<file path="src/aznable_consts.svh">
`ifndef AZNABLE_CONSTS_SVH
`define AZNABLE_CONSTS_SVH

// starfield layer count
`define AZ_NUM_LAYERS 3

// 24 MHz cycles in one millisecond
`define AZ_MS_DIVIDER 24000

// upper address byte of each memory mapped region
`define AZ_REGION_JOY 8'h81
`define AZ_REGION_PADDLE 8'h84
`define AZ_REGION_TIMER 8'h89
`define AZ_REGION_STARS 8'h8A

// layer 0 runs the full 22-bit register
`define AZ_SEED0 22'h1FFFFF
`define AZ_TAPS0 22'b1100000000000000000000

// layers 1 and 2 only use the low 21 bits
`define AZ_SEED1 22'h1FFFF0
`define AZ_TAPS1 22'b0101010000000000000000
`define AZ_SEED2 22'h1FFF00
`define AZ_TAPS2 22'b0101000000000000000000

// these lfsr bits all set means a star
`define AZ_STAR_MASK 22'b0000111100001111000011

// layer control byte fields
`define AZ_CFG_ENABLE_BIT 0

`endif

</file>
<file path="src/aznable_pkg.sv">
package aznable_pkg;

	// bus data, also one pixel
	typedef logic [7:0] byte_t;

	// cpu style 16-bit address
	typedef logic [15:0] addr_t;

	// wrapping millisecond count
	typedef logic [15:0] ms_count_t;

	// starfield shift register
	typedef logic [21:0] lfsr_t;

	// six joysticks, 32 buttons each
	typedef logic [191:0] joy_bus_t;

	// six paddles, 0..255
	typedef logic [47:0] paddle_bus_t;

	// four-phase handshake slave
	typedef enum logic {
		IDLE,
		ACKED
	} bus_state_t;

	// region from the upper address byte
	typedef enum logic [2:0] {
		JOY,
		PADDLE,
		TIMER,
		STARS,
		NONE
	} region_t;

endpackage

</file>
<file path="src/star_lane_if.sv">
`timescale 1ns/1ps

interface star_lane_if;

	// control byte write, one cycle strobe
	logic cfg_wr;
	aznable_pkg::byte_t cfg_data;

	// registered star of this layer
	logic star_on;
	aznable_pkg::byte_t star_colour;

	// bus side
	modport feed (
		output cfg_wr,
		output cfg_data
	);

	// the lfsr layer itself
	modport layer (
		input cfg_wr,
		input cfg_data,
		output star_on,
		output star_colour
	);

	// mixer side
	modport drain (
		input star_on,
		input star_colour
	);

endinterface

</file>
<file path="src/bus_decoder.sv">
`timescale 1ns/1ps
`include "aznable_consts.svh"

module bus_decoder (
	input logic clk_24,
	input logic arst_n,
	input logic bus_req,
	input logic bus_we,
	input aznable_pkg::addr_t bus_addr,
	input aznable_pkg::byte_t bus_wdata,
	output logic bus_ack,
	output aznable_pkg::byte_t bus_rdata,
	input aznable_pkg::joy_bus_t joystick,
	input aznable_pkg::paddle_bus_t paddle,
	input aznable_pkg::ms_count_t ms_count,
	output logic timer_clear,
	star_lane_if.feed lanes [`AZ_NUM_LAYERS]
);

	aznable_pkg::bus_state_t state;
	aznable_pkg::region_t region;
	aznable_pkg::byte_t read_byte;
	aznable_pkg::byte_t cfg_data_q;
	logic [`AZ_NUM_LAYERS-1:0] cfg_wr_q;
	logic [4:0] joy_sel;
	logic [2:0] paddle_sel;
	logic [1:0] layer_sel;
	logic start;

	assign joy_sel = bus_addr[4:0];
	assign paddle_sel = bus_addr[2:0];
	assign layer_sel = bus_addr[2:1];

	// new transfer seen while idle
	assign start = (state == aznable_pkg::IDLE) && bus_req;
	assign bus_ack = (state == aznable_pkg::ACKED);

	// region decode on the high byte
	always_comb begin
		case (bus_addr[15:8])
			`AZ_REGION_JOY: region = aznable_pkg::JOY;
			`AZ_REGION_PADDLE: region = aznable_pkg::PADDLE;
			`AZ_REGION_TIMER: region = aznable_pkg::TIMER;
			`AZ_REGION_STARS: region = aznable_pkg::STARS;
			default: region = aznable_pkg::NONE;
		endcase
	end

	// read data mux
	always_comb begin
		read_byte = '0;
		case (region)
			aznable_pkg::JOY: begin
				// 24 joystick bytes, rest reads 0
				if (joy_sel <= 5'd23) begin
					read_byte = joystick[{joy_sel, 3'b000} +: 8];
				end
			end
			aznable_pkg::PADDLE: begin
				// only six paddles
				if (paddle_sel <= 3'd5) begin
					read_byte = paddle[{paddle_sel, 3'b000} +: 8];
				end
			end
			aznable_pkg::TIMER: begin
				read_byte = ms_count[{bus_addr[0], 3'b000} +: 8];
			end
			default: begin
				read_byte = '0;
			end
		endcase
	end

	// handshake fsm
	always_ff @(posedge clk_24 or negedge arst_n) begin
		if (!arst_n) begin
			state <= aznable_pkg::IDLE;
			bus_rdata <= '0;
		end else begin
			case (state)
				aznable_pkg::IDLE: begin
					if (bus_req) begin
						state <= aznable_pkg::ACKED;
						// held until the next transfer
						bus_rdata <= read_byte;
					end
				end
				aznable_pkg::ACKED: begin
					// master has released req
					if (!bus_req) begin
						state <= aznable_pkg::IDLE;
					end
				end
				default: begin
					state <= aznable_pkg::IDLE;
				end
			endcase
		end
	end

	// write strobes, one cycle at the ack edge
	always_ff @(posedge clk_24 or negedge arst_n) begin
		if (!arst_n) begin
			timer_clear <= 1'b0;
			cfg_wr_q <= '0;
		end else begin
			timer_clear <= start && bus_we && (region == aznable_pkg::TIMER);
			for (int i = 0; i < `AZ_NUM_LAYERS; i++) begin
				// select 3 matches no layer
				cfg_wr_q[i] <= start && bus_we && (region == aznable_pkg::STARS)
					&& (layer_sel == i[1:0]);
			end
		end
	end

	// write data for the layers
	always_ff @(posedge clk_24) begin
		if (start && bus_we) begin
			cfg_data_q <= bus_wdata;
		end
	end

	for (genvar g = 0; g < `AZ_NUM_LAYERS; g++) begin : g_lane
		assign lanes[g].cfg_wr = cfg_wr_q[g];
		assign lanes[g].cfg_data = cfg_data_q;
	end

endmodule

</file>
<file path="src/ms_timer.sv">
`timescale 1ns/1ps
`include "aznable_consts.svh"

module ms_timer (
	input logic clk_24,
	input logic arst_n,
	input logic clear,
	output aznable_pkg::ms_count_t ms_count
);

	localparam int PRE_W = $clog2(`AZ_MS_DIVIDER);

	// cycles into the current millisecond
	logic [PRE_W-1:0] prescale;
	logic ms_tick;

	assign ms_tick = (prescale == PRE_W'(`AZ_MS_DIVIDER - 1));

	always_ff @(posedge clk_24 or negedge arst_n) begin
		if (!arst_n) begin
			prescale <= '0;
			ms_count <= '0;
		end else if (clear) begin
			// restart the millisecond too
			prescale <= '0;
			ms_count <= '0;
		end else if (ms_tick) begin
			prescale <= '0;
			// wraps after 65535
			ms_count <= ms_count + 1'b1;
		end else begin
			prescale <= prescale + 1'b1;
		end
	end

endmodule

</file>
<file path="src/starfield_layer.sv">
`timescale 1ns/1ps
`include "aznable_consts.svh"

module starfield_layer #(
	parameter aznable_pkg::lfsr_t SEED = `AZ_SEED0,
	parameter aznable_pkg::lfsr_t TAPS = `AZ_TAPS0
) (
	input logic clk_24,
	input logic arst_n,
	input logic ce_6,
	input logic vblank,
	star_lane_if.layer lane
);

	aznable_pkg::byte_t cfg;
	aznable_pkg::lfsr_t lfsr;
	logic feedback;
	logic star_hit;

	// fibonacci feedback from the tap set
	assign feedback = ^(lfsr & TAPS);

	// enabled and all mask bits set
	assign star_hit = cfg[`AZ_CFG_ENABLE_BIT]
		&& ((lfsr & `AZ_STAR_MASK) == `AZ_STAR_MASK);

	// control byte from the bus
	always_ff @(posedge clk_24 or negedge arst_n) begin
		if (!arst_n) begin
			cfg <= '0;
		end else if (lane.cfg_wr) begin
			cfg <= lane.cfg_data;
		end
	end

	// same star pattern every frame
	always_ff @(posedge clk_24 or negedge arst_n) begin
		if (!arst_n) begin
			lfsr <= SEED;
		end else if (vblank) begin
			lfsr <= SEED;
		end else if (ce_6) begin
			// shift right, feedback into the top bit
			lfsr <= {feedback, lfsr[21:1]};
		end
	end

	// star output, one pixel per step
	always_ff @(posedge clk_24 or negedge arst_n) begin
		if (!arst_n) begin
			lane.star_on <= 1'b0;
			lane.star_colour <= '0;
		end else if (ce_6) begin
			lane.star_on <= star_hit;
			// low byte gives the brightness
			lane.star_colour <= star_hit ? lfsr[7:0] : '0;
		end
	end

endmodule

</file>
<file path="src/star_mixer.sv">
`timescale 1ns/1ps
`include "aznable_consts.svh"

module star_mixer (
	input logic clk_24,
	input logic arst_n,
	star_lane_if.drain lanes [`AZ_NUM_LAYERS],
	output aznable_pkg::byte_t pixel,
	output logic pixel_on
);

	logic [`AZ_NUM_LAYERS-1:0] on_vec;
	aznable_pkg::byte_t colour [`AZ_NUM_LAYERS];
	aznable_pkg::byte_t pick;

	// flatten the lanes
	for (genvar g = 0; g < `AZ_NUM_LAYERS; g++) begin : g_tap
		assign on_vec[g] = lanes[g].star_on;
		assign colour[g] = lanes[g].star_colour;
	end

	// scan from the back so layer 0 wins
	always_comb begin
		pick = '0;
		for (int i = `AZ_NUM_LAYERS - 1; i >= 0; i--) begin
			if (on_vec[i]) begin
				// deeper layers lose one more top bit each
				pick = colour[i] & aznable_pkg::byte_t'(8'hFF >> i);
			end
		end
	end

	always_ff @(posedge clk_24 or negedge arst_n) begin
		if (!arst_n) begin
			pixel <= '0;
			pixel_on <= 1'b0;
		end else begin
			pixel <= pick;
			pixel_on <= |on_vec;
		end
	end

endmodule

</file>
<file path="src/aznable_io_top.sv">
`timescale 1ns/1ps
`include "aznable_consts.svh"

module aznable_io_top (
	input logic clk_24,
	input logic arst_n,
	input logic ce_6,
	input logic vblank,
	input logic bus_req,
	input logic bus_we,
	input aznable_pkg::addr_t bus_addr,
	input aznable_pkg::byte_t bus_wdata,
	input aznable_pkg::joy_bus_t joystick,
	input aznable_pkg::paddle_bus_t paddle,
	output logic bus_ack,
	output aznable_pkg::byte_t bus_rdata,
	output aznable_pkg::byte_t pixel,
	output logic pixel_on
);

	// per layer lfsr setup
	localparam aznable_pkg::lfsr_t layer_seed [`AZ_NUM_LAYERS] = '{
		`AZ_SEED0, `AZ_SEED1, `AZ_SEED2
	};
	localparam aznable_pkg::lfsr_t layer_taps [`AZ_NUM_LAYERS] = '{
		`AZ_TAPS0, `AZ_TAPS1, `AZ_TAPS2
	};

	aznable_pkg::ms_count_t ms_count;
	logic timer_clear;

	// one lane per starfield layer
	star_lane_if lanes [`AZ_NUM_LAYERS] ();

	bus_decoder u_bus_decoder (
		.clk_24(clk_24),
		.arst_n(arst_n),
		.bus_req(bus_req),
		.bus_we(bus_we),
		.bus_addr(bus_addr),
		.bus_wdata(bus_wdata),
		.bus_ack(bus_ack),
		.bus_rdata(bus_rdata),
		.joystick(joystick),
		.paddle(paddle),
		.ms_count(ms_count),
		.timer_clear(timer_clear),
		.lanes(lanes)
	);

	ms_timer u_ms_timer (
		.clk_24(clk_24),
		.arst_n(arst_n),
		.clear(timer_clear),
		.ms_count(ms_count)
	);

	for (genvar g = 0; g < `AZ_NUM_LAYERS; g++) begin : g_layer
		starfield_layer #(
			.SEED(layer_seed[g]),
			.TAPS(layer_taps[g])
		) u_layer (
			.clk_24(clk_24),
			.arst_n(arst_n),
			.ce_6(ce_6),
			.vblank(vblank),
			.lane(lanes[g])
		);
	end

	// grey star pixel
	star_mixer u_star_mixer (
		.clk_24(clk_24),
		.arst_n(arst_n),
		.lanes(lanes),
		.pixel(pixel),
		.pixel_on(pixel_on)
	);

endmodule

</file>
<file path="config.mk">
export PLATFORM = sky130hd
export DESIGN_NAME = aznable_io_top
export DESIGN_NICKNAME = d
export VERILOG_FILES = /design/src/aznable_pkg.sv /design/src/star_lane_if.sv /design/src/bus_decoder.sv /design/src/ms_timer.sv /design/src/starfield_layer.sv /design/src/star_mixer.sv /design/src/aznable_io_top.sv
export VERILOG_INCLUDE_DIRS = /design/src
export SDC_FILE = /design/constraint.sdc
export NUM_CORES = 1
export LEC_CHECK = 0
export ABC_AREA = 1
export BUFFER_PORTS_ARGS = -buffer_cell sky130_fd_sc_hd__clkbuf_2
export CORE_ASPECT_RATIO = 0.7
export CORE_MARGIN = 2
export CORE_UTILIZATION = 53
export CTS_BUF_LIST = sky130_fd_sc_hd__clkbuf_4 sky130_fd_sc_hd__clkbuf_8
export DETAILED_ROUTE_END_ITERATION = 16
export PLACE_DENSITY = 0.83
export SETUP_SLACK_MARGIN = 0.1
export SYNTH_ARGS = -nofsm -noshare
export SYNTH_HDL_FRONTEND = slang
export SYNTH_SLANG_ARGS = --single-unit
</file>
<file path="constraint.sdc">
create_clock -name clk_24 -period 2.6 [get_ports clk_24]
set_clock_uncertainty 0.2 [all_clocks]
set_input_delay 0 -clock clk_24 [delete_from_list [all_inputs] [get_ports clk_24]]
set_output_delay 0 -clock clk_24 [all_outputs]
set_load 0.02 [all_outputs]
</file>
==> results_dict.tcl, run 1 <==
set metrics [dict create \
    status "completed" \
    grt_antenna_before_repair 0 \
    arrival_ps 2530 \
    detail-route-antenna-nets 0 \
    dieHeight_um 113 \
    layout-drive-gt1-share_pct 26.3 \
    tritoncts "yes" \
    synth-edff-count 1 \
    globalRouteTotalUtil_pct 31.4 \
    cts_root_buffer "clkbuf_8" \
    top_level_ports 288 \
    hp-start "joystick[131]" \
    synth.top_cells.by_area "dfrtp_1 (26%), dfstp_2 (15%), nand2_1 (13%)" \
    n_antenna_cell 0 \
    ir_drop_mv 0.309 \
    first_global_vias 9348 \
    timing.critical_path.from_type "primary input" \
    place_ws_ps 497 \
    place_hpwl_um 20200 \
    whs_ps 13.9 \
    worst_r2r_startpoint "u_bus_decoder.bus_ack" \
    finalMaxSlewViolations 0 \
    place_congestion 0.974 \
    detail_route.iter0.violations 1042 \
    fin_setup_tns_ps 0 \
    dieWidth_um 160 \
    crit_path_max_incr_delay_ps 570 \
    cp.buffers_inverters 5 \
    critical_path.cell_chain "dlygate4sd3_1 -> clkbuf_4 -> nor2_4 -> buf_4 -> nand3_1 -> dlygate4sd3_1 -> nand4_1 -> o21ai_0 -> inv_2 -> nand2_1 -> nand2_1 -> nand2_1" \
    max_slew.worst_pin.slew_ps 710 \
    synth_top_area_share_pct 26.3 \
    synth_top_flop_cell "dfrtp_1" \
    drt_wl_total_um 28000 \
    area.sequential_um2 3750 \
    rsz_0062_raised_after_global_routing "false" \
    floorplan.initialDensity_pct 54.8 \
    route.detailed.vias_per_inst 5.35 \
    grt_start_max_net_pins 83 \
    maximum_capacitance_violations 0 \
    asyncSetResetFlopFracSynth_pct 99.3 \
    htreeDepth 4 \
    setup.reg_to_reg.worst_slack_ps 460 \
    syn-cell-area_um2 9050 \
    synth_largest_area_cell "dfrtp_1" \
    synth_seq_area_share_pct 41.4 \
    pre_repair_dr_iteration_count 5 \
    setup.worst_path.start "bus_addr[2]" \
    filler_cell_count 1379 \
    fmaxAchievable_ghz 0.422 \
    path_common_cell "nand2_1" \
    grt_first_pass_wirelength_um 45300 \
    power_per_cell_area_nw_per_um2 451 \
    synthesis.instances 1287 \
    number_of_hold_violations_in_the_final_report 0 \
    num_cts_buffers 17 \
    total_area_of_multi_input_combinational_cells_um2 4230 \
    io_buffers 277 \
    design.final.nets 1875 \
    syn2layout_area_growth_pct 28.6 \
    route.detailed.wl_per_inst_um 15.2 \
    die_area_um2 18100 \
    critical_path_class "in -> reg" \
    period_needed_ps 2370 \
    period_share_pct 91.1 \
    overflow 0 \
    core_region_area_um2 16500 \
    hold_path.class "in -> reg" \
    fin_util_pct 70.5 \
    critical_path_peak_fanout 33 \
    slew_margin_rel_pct 52.4 \
    detail_route.drc_violations 0 \
    cpLargestDelayFamily "buffers and inverters" \
    cp-end-kind "register" \
    cpMaxStageDelayCell "dlygate4sd3_1" \
    final.setup.worst_slack_ps 231 \
    synth_warnings 0 \
    synth.ff_latch_count 147 \
    synth_area_per_cell_um2 7.03 \
    clock_sinks 147 \
    floorplan.rows 39 \
    synth_fp_nets 1559 \
    leakage_power_nw 6.30 \
    num_vias 9844 \
    clk_pin_slew_ps 90 \
    setup_viol 0 \
    critPathRequiredTime_ps 2760 \
    cts_buffer_depth 2 \
    worst_skew_pair.late_latency_ps 460 \
    synth_cell_type_count 47 \
]
==> kinds of logic (layout without fill, tap and decap cells) <==
| family | after synthesis | after routing | synth area share (%) |
|---|---|---|---|
| flip-flops | 147 | 147 | 41.4 |
| XOR/XNOR | 6 | 6 | 0.581 |
| adder cells (fa/ha/maj) | 2 | 2 | 0.277 |
| multiplexers | 1 | 1 | 0.124 |
| AO/OA/AOI/OAI | 225 | 225 | 14.9 |
| buffers and inverters | 264 | 592 | 12.0 |
| AND/OR/NAND/NOR | 642 | 643 | 30.7 |
==> synth_stat cells (8+ instances only) <==
cell type and number:
nand2_1 321, inv_1 184, nor2_1 134, nand3_1 109, dfrtp_1 95, o21ai_0 70
a21oi_1 51, dfstp_2 51, a22oi_1 27, clkbuf_1 27, buf_2 24, nor3_1 22
o21ai_1 20, o22ai_1 17, inv_2 13, nand4_1 13, o21a_1 13, or2_0 12
o211ai_1 10, or2_2 8
==> what timing repair did <==
item	in CTS	in global routing
buffers inserted	0	4
gates resized for setup	0	4
hold endpoints to repair	191	0
endpoints found under the setup margin	0	3
hold buffers	58	0
==> cells in the final DEF, fill, tap and decap left out, drive strengths merged, types with 27 or more instances in the layout <==
cell,n
o21ai,90
a22oi,27
inv,209
nand3,109
clkbuf,292
buf,28
nor2,138
a21oi,51
nand2,323
dlygate4sd3,57
dfrtp,95
dfstp,51
==> tightest hold or removal path, delay by kind of cell <==
kind	cells	cell delay, ps
AOI/OAI and AO/OA	2	160
buffers and inverters	1	80
and+or+nand+nor	7	400
==> registers in the layout, summed over array words and instances (netlist names) <==
signal	cells
u_bus_decoder.timer_clear	1
u_bus_decoder.bus_rdata	8
g_layer.u_layer.lfsr	66
u_ms_timer.prescale	15
u_ms_timer.ms_count	16
g_layer.u_layer.lane.star_colour	21
u_star_mixer.pixel	8
u_bus_decoder.cfg_wr_q	3
g_layer.u_layer.lane.star_on	3
u_bus_decoder.lanes.cfg_data	1
u_star_mixer.pixel_on	1
u_bus_decoder.bus_ack	1
g_layer.u_layer.cfg	3
==> per-stage QoR <==
step / cell area, µm² / total power [mW] / instances
4_1_cts: 11600 / 5.25 / 1836
3_5_place_dp: 10600 / 3.43 / 1746
6_report: 11600 / 5.25 / 1841
5_1_grt: 11600 / 5.51 / 1841
3_3_place_gp: 10600 / 3.40 / 1746
2_1_floorplan: 9050 / 3.03 / 1287
==> report_power, final <==
part	internal, mW	switching (mW)	total [mW]
Sequential	2.40	0.0600	2.46
Combinational	0.441	0.588	1.03
Clock	0.725	1.03	1.75
Total	3.57	1.68	5.25
==> per-layer routing <==
layer  GRT usage, %  vias up  wire length (µm)
met5              0        -                 0
li1               -     4769                 -
met1           41.6     4500             11700
met3           8.17       81              2660
met2           49.7      494             12700
met4           12.9        0              1010
==> path summary, 6_finish.rpt <==
check | end | cells after the start
worst max-delay path | u_bus_decoder.bus_rdata[1] | 12
worst min-delay path | u_bus_decoder.bus_rdata[3] | 10
worst max register to register | u_bus_decoder.cfg_wr_q[2] | 6
worst min register to register | g_layer[1].u_layer.cfg[0] | 1
max in group asynchronous | g_layer[1].u_layer.lfsr[11] | 3
min in group asynchronous | g_layer[0].u_layer.lfsr[9] | 2
==> cell type report <==
cell class                      count  share of cell area, %
Clock inverter                     15                   1.33
Tap cell                          225                   2.42
Clock buffer                       17                   2.01
Timing Repair Buffer              360                   19.2
Multi-Input combinational cell    877                   36.3
Sequential cell                   147                   32.2
Inverter                          200                   6.47
Note: power is estimated with default switching activity, not from simulation.
==> run 2, diff against run 1 <==
Settings changed: CORE_UTILIZATION 53 to 48, PLACE_DENSITY 0.83 to 0.79.
Clock period 2.6 ns to 2.03 ns, I/O delays scaled along.
==> results_dict.tcl, run 2 (synthesis results as in run 1) <==
set metrics [dict create \
    grt_start_max_net_pins 67 \
    layout-drive-gt1-share_pct 28.4 \
    worst_skew_pair.late_latency_ps 460 \
    ir_drop_mv 0.504 \
    dieHeight_um 119 \
    io_buffers 277 \
    slew_margin_rel_pct 63.2 \
    num_cts_buffers 17 \
    final_cell_mix "nand2_1 (317), clkbuf_2 (274), inv_1 (184)" \
    finalMaxSlewViolations 0 \
    dieWidth_um 168 \
    cts_buffer_depth 2 \
    htreeDepth 4 \
    mostFrequentLayoutCell "nand2_1" \
    period_needed_ps 1910 \
    top_level_ports 288 \
    num_vias 9852 \
    route.detailed.wl_per_inst_um 15.5 \
    first_global_vias 9555 \
    power_per_cell_area_nw_per_um2 575 \
    grt_first_pass_wirelength_um 46900 \
    detail-route-antenna-nets 0 \
    number_of_hold_violations_in_the_final_report 0 \
    route.detailed.vias_per_inst 5.25 \
    hold_path.class "in -> reg" \
    place_congestion 0.989 \
    rsz_0062_raised_after_global_routing "true" \
    fin_setup_tns_ps 0 \
    globalRouteTotalUtil_pct 29.3 \
    max_slew.worst_pin.slew_ps 550 \
    status "completed" \
    clock_sinks 147 \
    regMostFlops "g_layer.u_layer.lfsr" \
    setup.worst_path.start "u_ms_timer.prescale[0]" \
    largest_register_ff_count 66 \
    detail_route.iter0.violations 901 \
    clk_pin_slew_ps 100 \
    design.final.nets 1899 \
    timing.critical_path.from_type "register" \
    r2r.worst_path.cells 10 \
    whs_path_depth 8 \
    period_share_pct 94.2 \
    critPathRequiredTime_ps 2190 \
    die_area_um2 20000 \
    hp-start "paddle[15]" \
    detail_route.drc_violations 0 \
    overflow 0 \
    n_antenna_cell 0 \
    final.setup.worst_slack_ps 117 \
    place_hpwl_um 21000 \
    worst_r2r_startpoint "u_ms_timer.prescale[0]" \
    core_region_area_um2 18300 \
    grt_antenna_before_repair 0 \
    floorplan.initialDensity_pct 49.5 \
    fmaxAchievable_ghz 0.523 \
    filler_cell_count 1578 \
    layout_top_registers "g_layer.u_layer.lfsr x66, g_layer.u_layer.lane.star_colour x21, u_ms_timer.ms_count x16" \
    drt_wl_total_um 29200 \
    leakage_power_nw 6.45 \
    arrival_ps 2070 \
    critical_path_class "reg -> reg" \
    place_ws_ps 4.07 \
    critical_path_peak_fanout 5 \
    syn2layout_area_growth_pct 32.9 \
    maximum_capacitance_violations 0 \
    cts_root_buffer "clkbuf_8" \
    setup_viol 0 \
    cp-end-kind "register" \
    pre_repair_dr_iteration_count 5 \
    floorplan.rows 41 \
    tritoncts "yes" \
]
run 2: cell count changes in the layout (fill, tap and decap cells not counted), moves of 5 or more:
cell,change
buf_4,+13
dlygate4sd3_1,+7
nor2_1,-7
nor2_2,+5
run 2: worst max-delay path, cell delays in order, from the launching register on:
cell and delay [ps]:
dfrtp_1 420, ha_4 180, nand3_4 90, nor3_4 210, nand4_4 170, nand2_4 160, inv_4 60, nor2_4 130
nand2_1 80, nand2_1 80, a21oi_2 30
run 2: layer usage:
metal | up-vias | global-route usage [%] | part of all wire, % | routed length [µm]
li1 | 4806 | - | - | -
met1 | 4509 | 40.7 | 44 | 12900
met2 | 459 | 45.5 | 45 | 13000
met3 | 78 | 6.21 | 8.2 | 2400
met4 | 0 | 10.8 | 3.0 | 870
met5 | - | 0 | 0 | 0
run 2: final cells by class:
type	count	area [µm²]	share of cell area, %
multi-input combinational	877	4360	36.2
sequential	147	3750	31.2
timing repair buffer	384	2450	20.3
inverter	200	763	6.35
clock buffer	17	234	1.95
clock inverter	15	181	1.51
tap	236	295	2.46
run 2: per-stage QoR:
stage | total power [mW] | hold WS, ps | std cells | util (%) | instance area (µm²)
2_1_floorplan | 3.88 | -496 | 1287 | - | 9050
3_3_place_gp | 4.39 | -190 | 1771 | 58.8 | 10700
3_5_place_dp | 4.42 | -187 | 1771 | 58.8 | 10700
4_1_cts | 6.88 | 0.254 | 1868 | 65.0 | 11900
5_1_grt | 7.24 | 48.8 | 1876 | 65.9 | 12000
6_report | 6.91 | 6.98 | 1876 | 65.9 | 12000
run 2: path summary, 6_finish.rpt:
check                                                         end  slack [ps]
max in group asynchronous             g_layer[1].u_layer.lfsr[14]         510
setup / recovery                           u_ms_timer.ms_count[6]         120
min in group asynchronous  g_layer[0].u_layer.lane.star_colour[1]         410
setup reg to reg                           u_ms_timer.ms_count[6]         120
hold / removal                         u_bus_decoder.bus_rdata[7]           7
hold reg to reg                         g_layer[2].u_layer.cfg[0]         260
run 2: timing repair:
item,in CTS,in global routing
hold buffers,64,0
endpoints found under the setup margin,23,33
gates cloned,0,1
setup buffers,1,7
hold endpoints to repair,202,0
pin swaps,4,7
gates resized for setup,12,31
run 2: power breakdown:
group | internal (mW) | switching [mW] | total [mW] | leakage, nW
Combinational | 0.614 | 0.799 | 1.41 | 4.39
Clock | 0.953 | 1.36 | 2.32 | 0.211
Sequential | 3.08 | 0.104 | 3.18 | 1.85
Total | 4.65 | 2.27 | 6.91 | 6.45
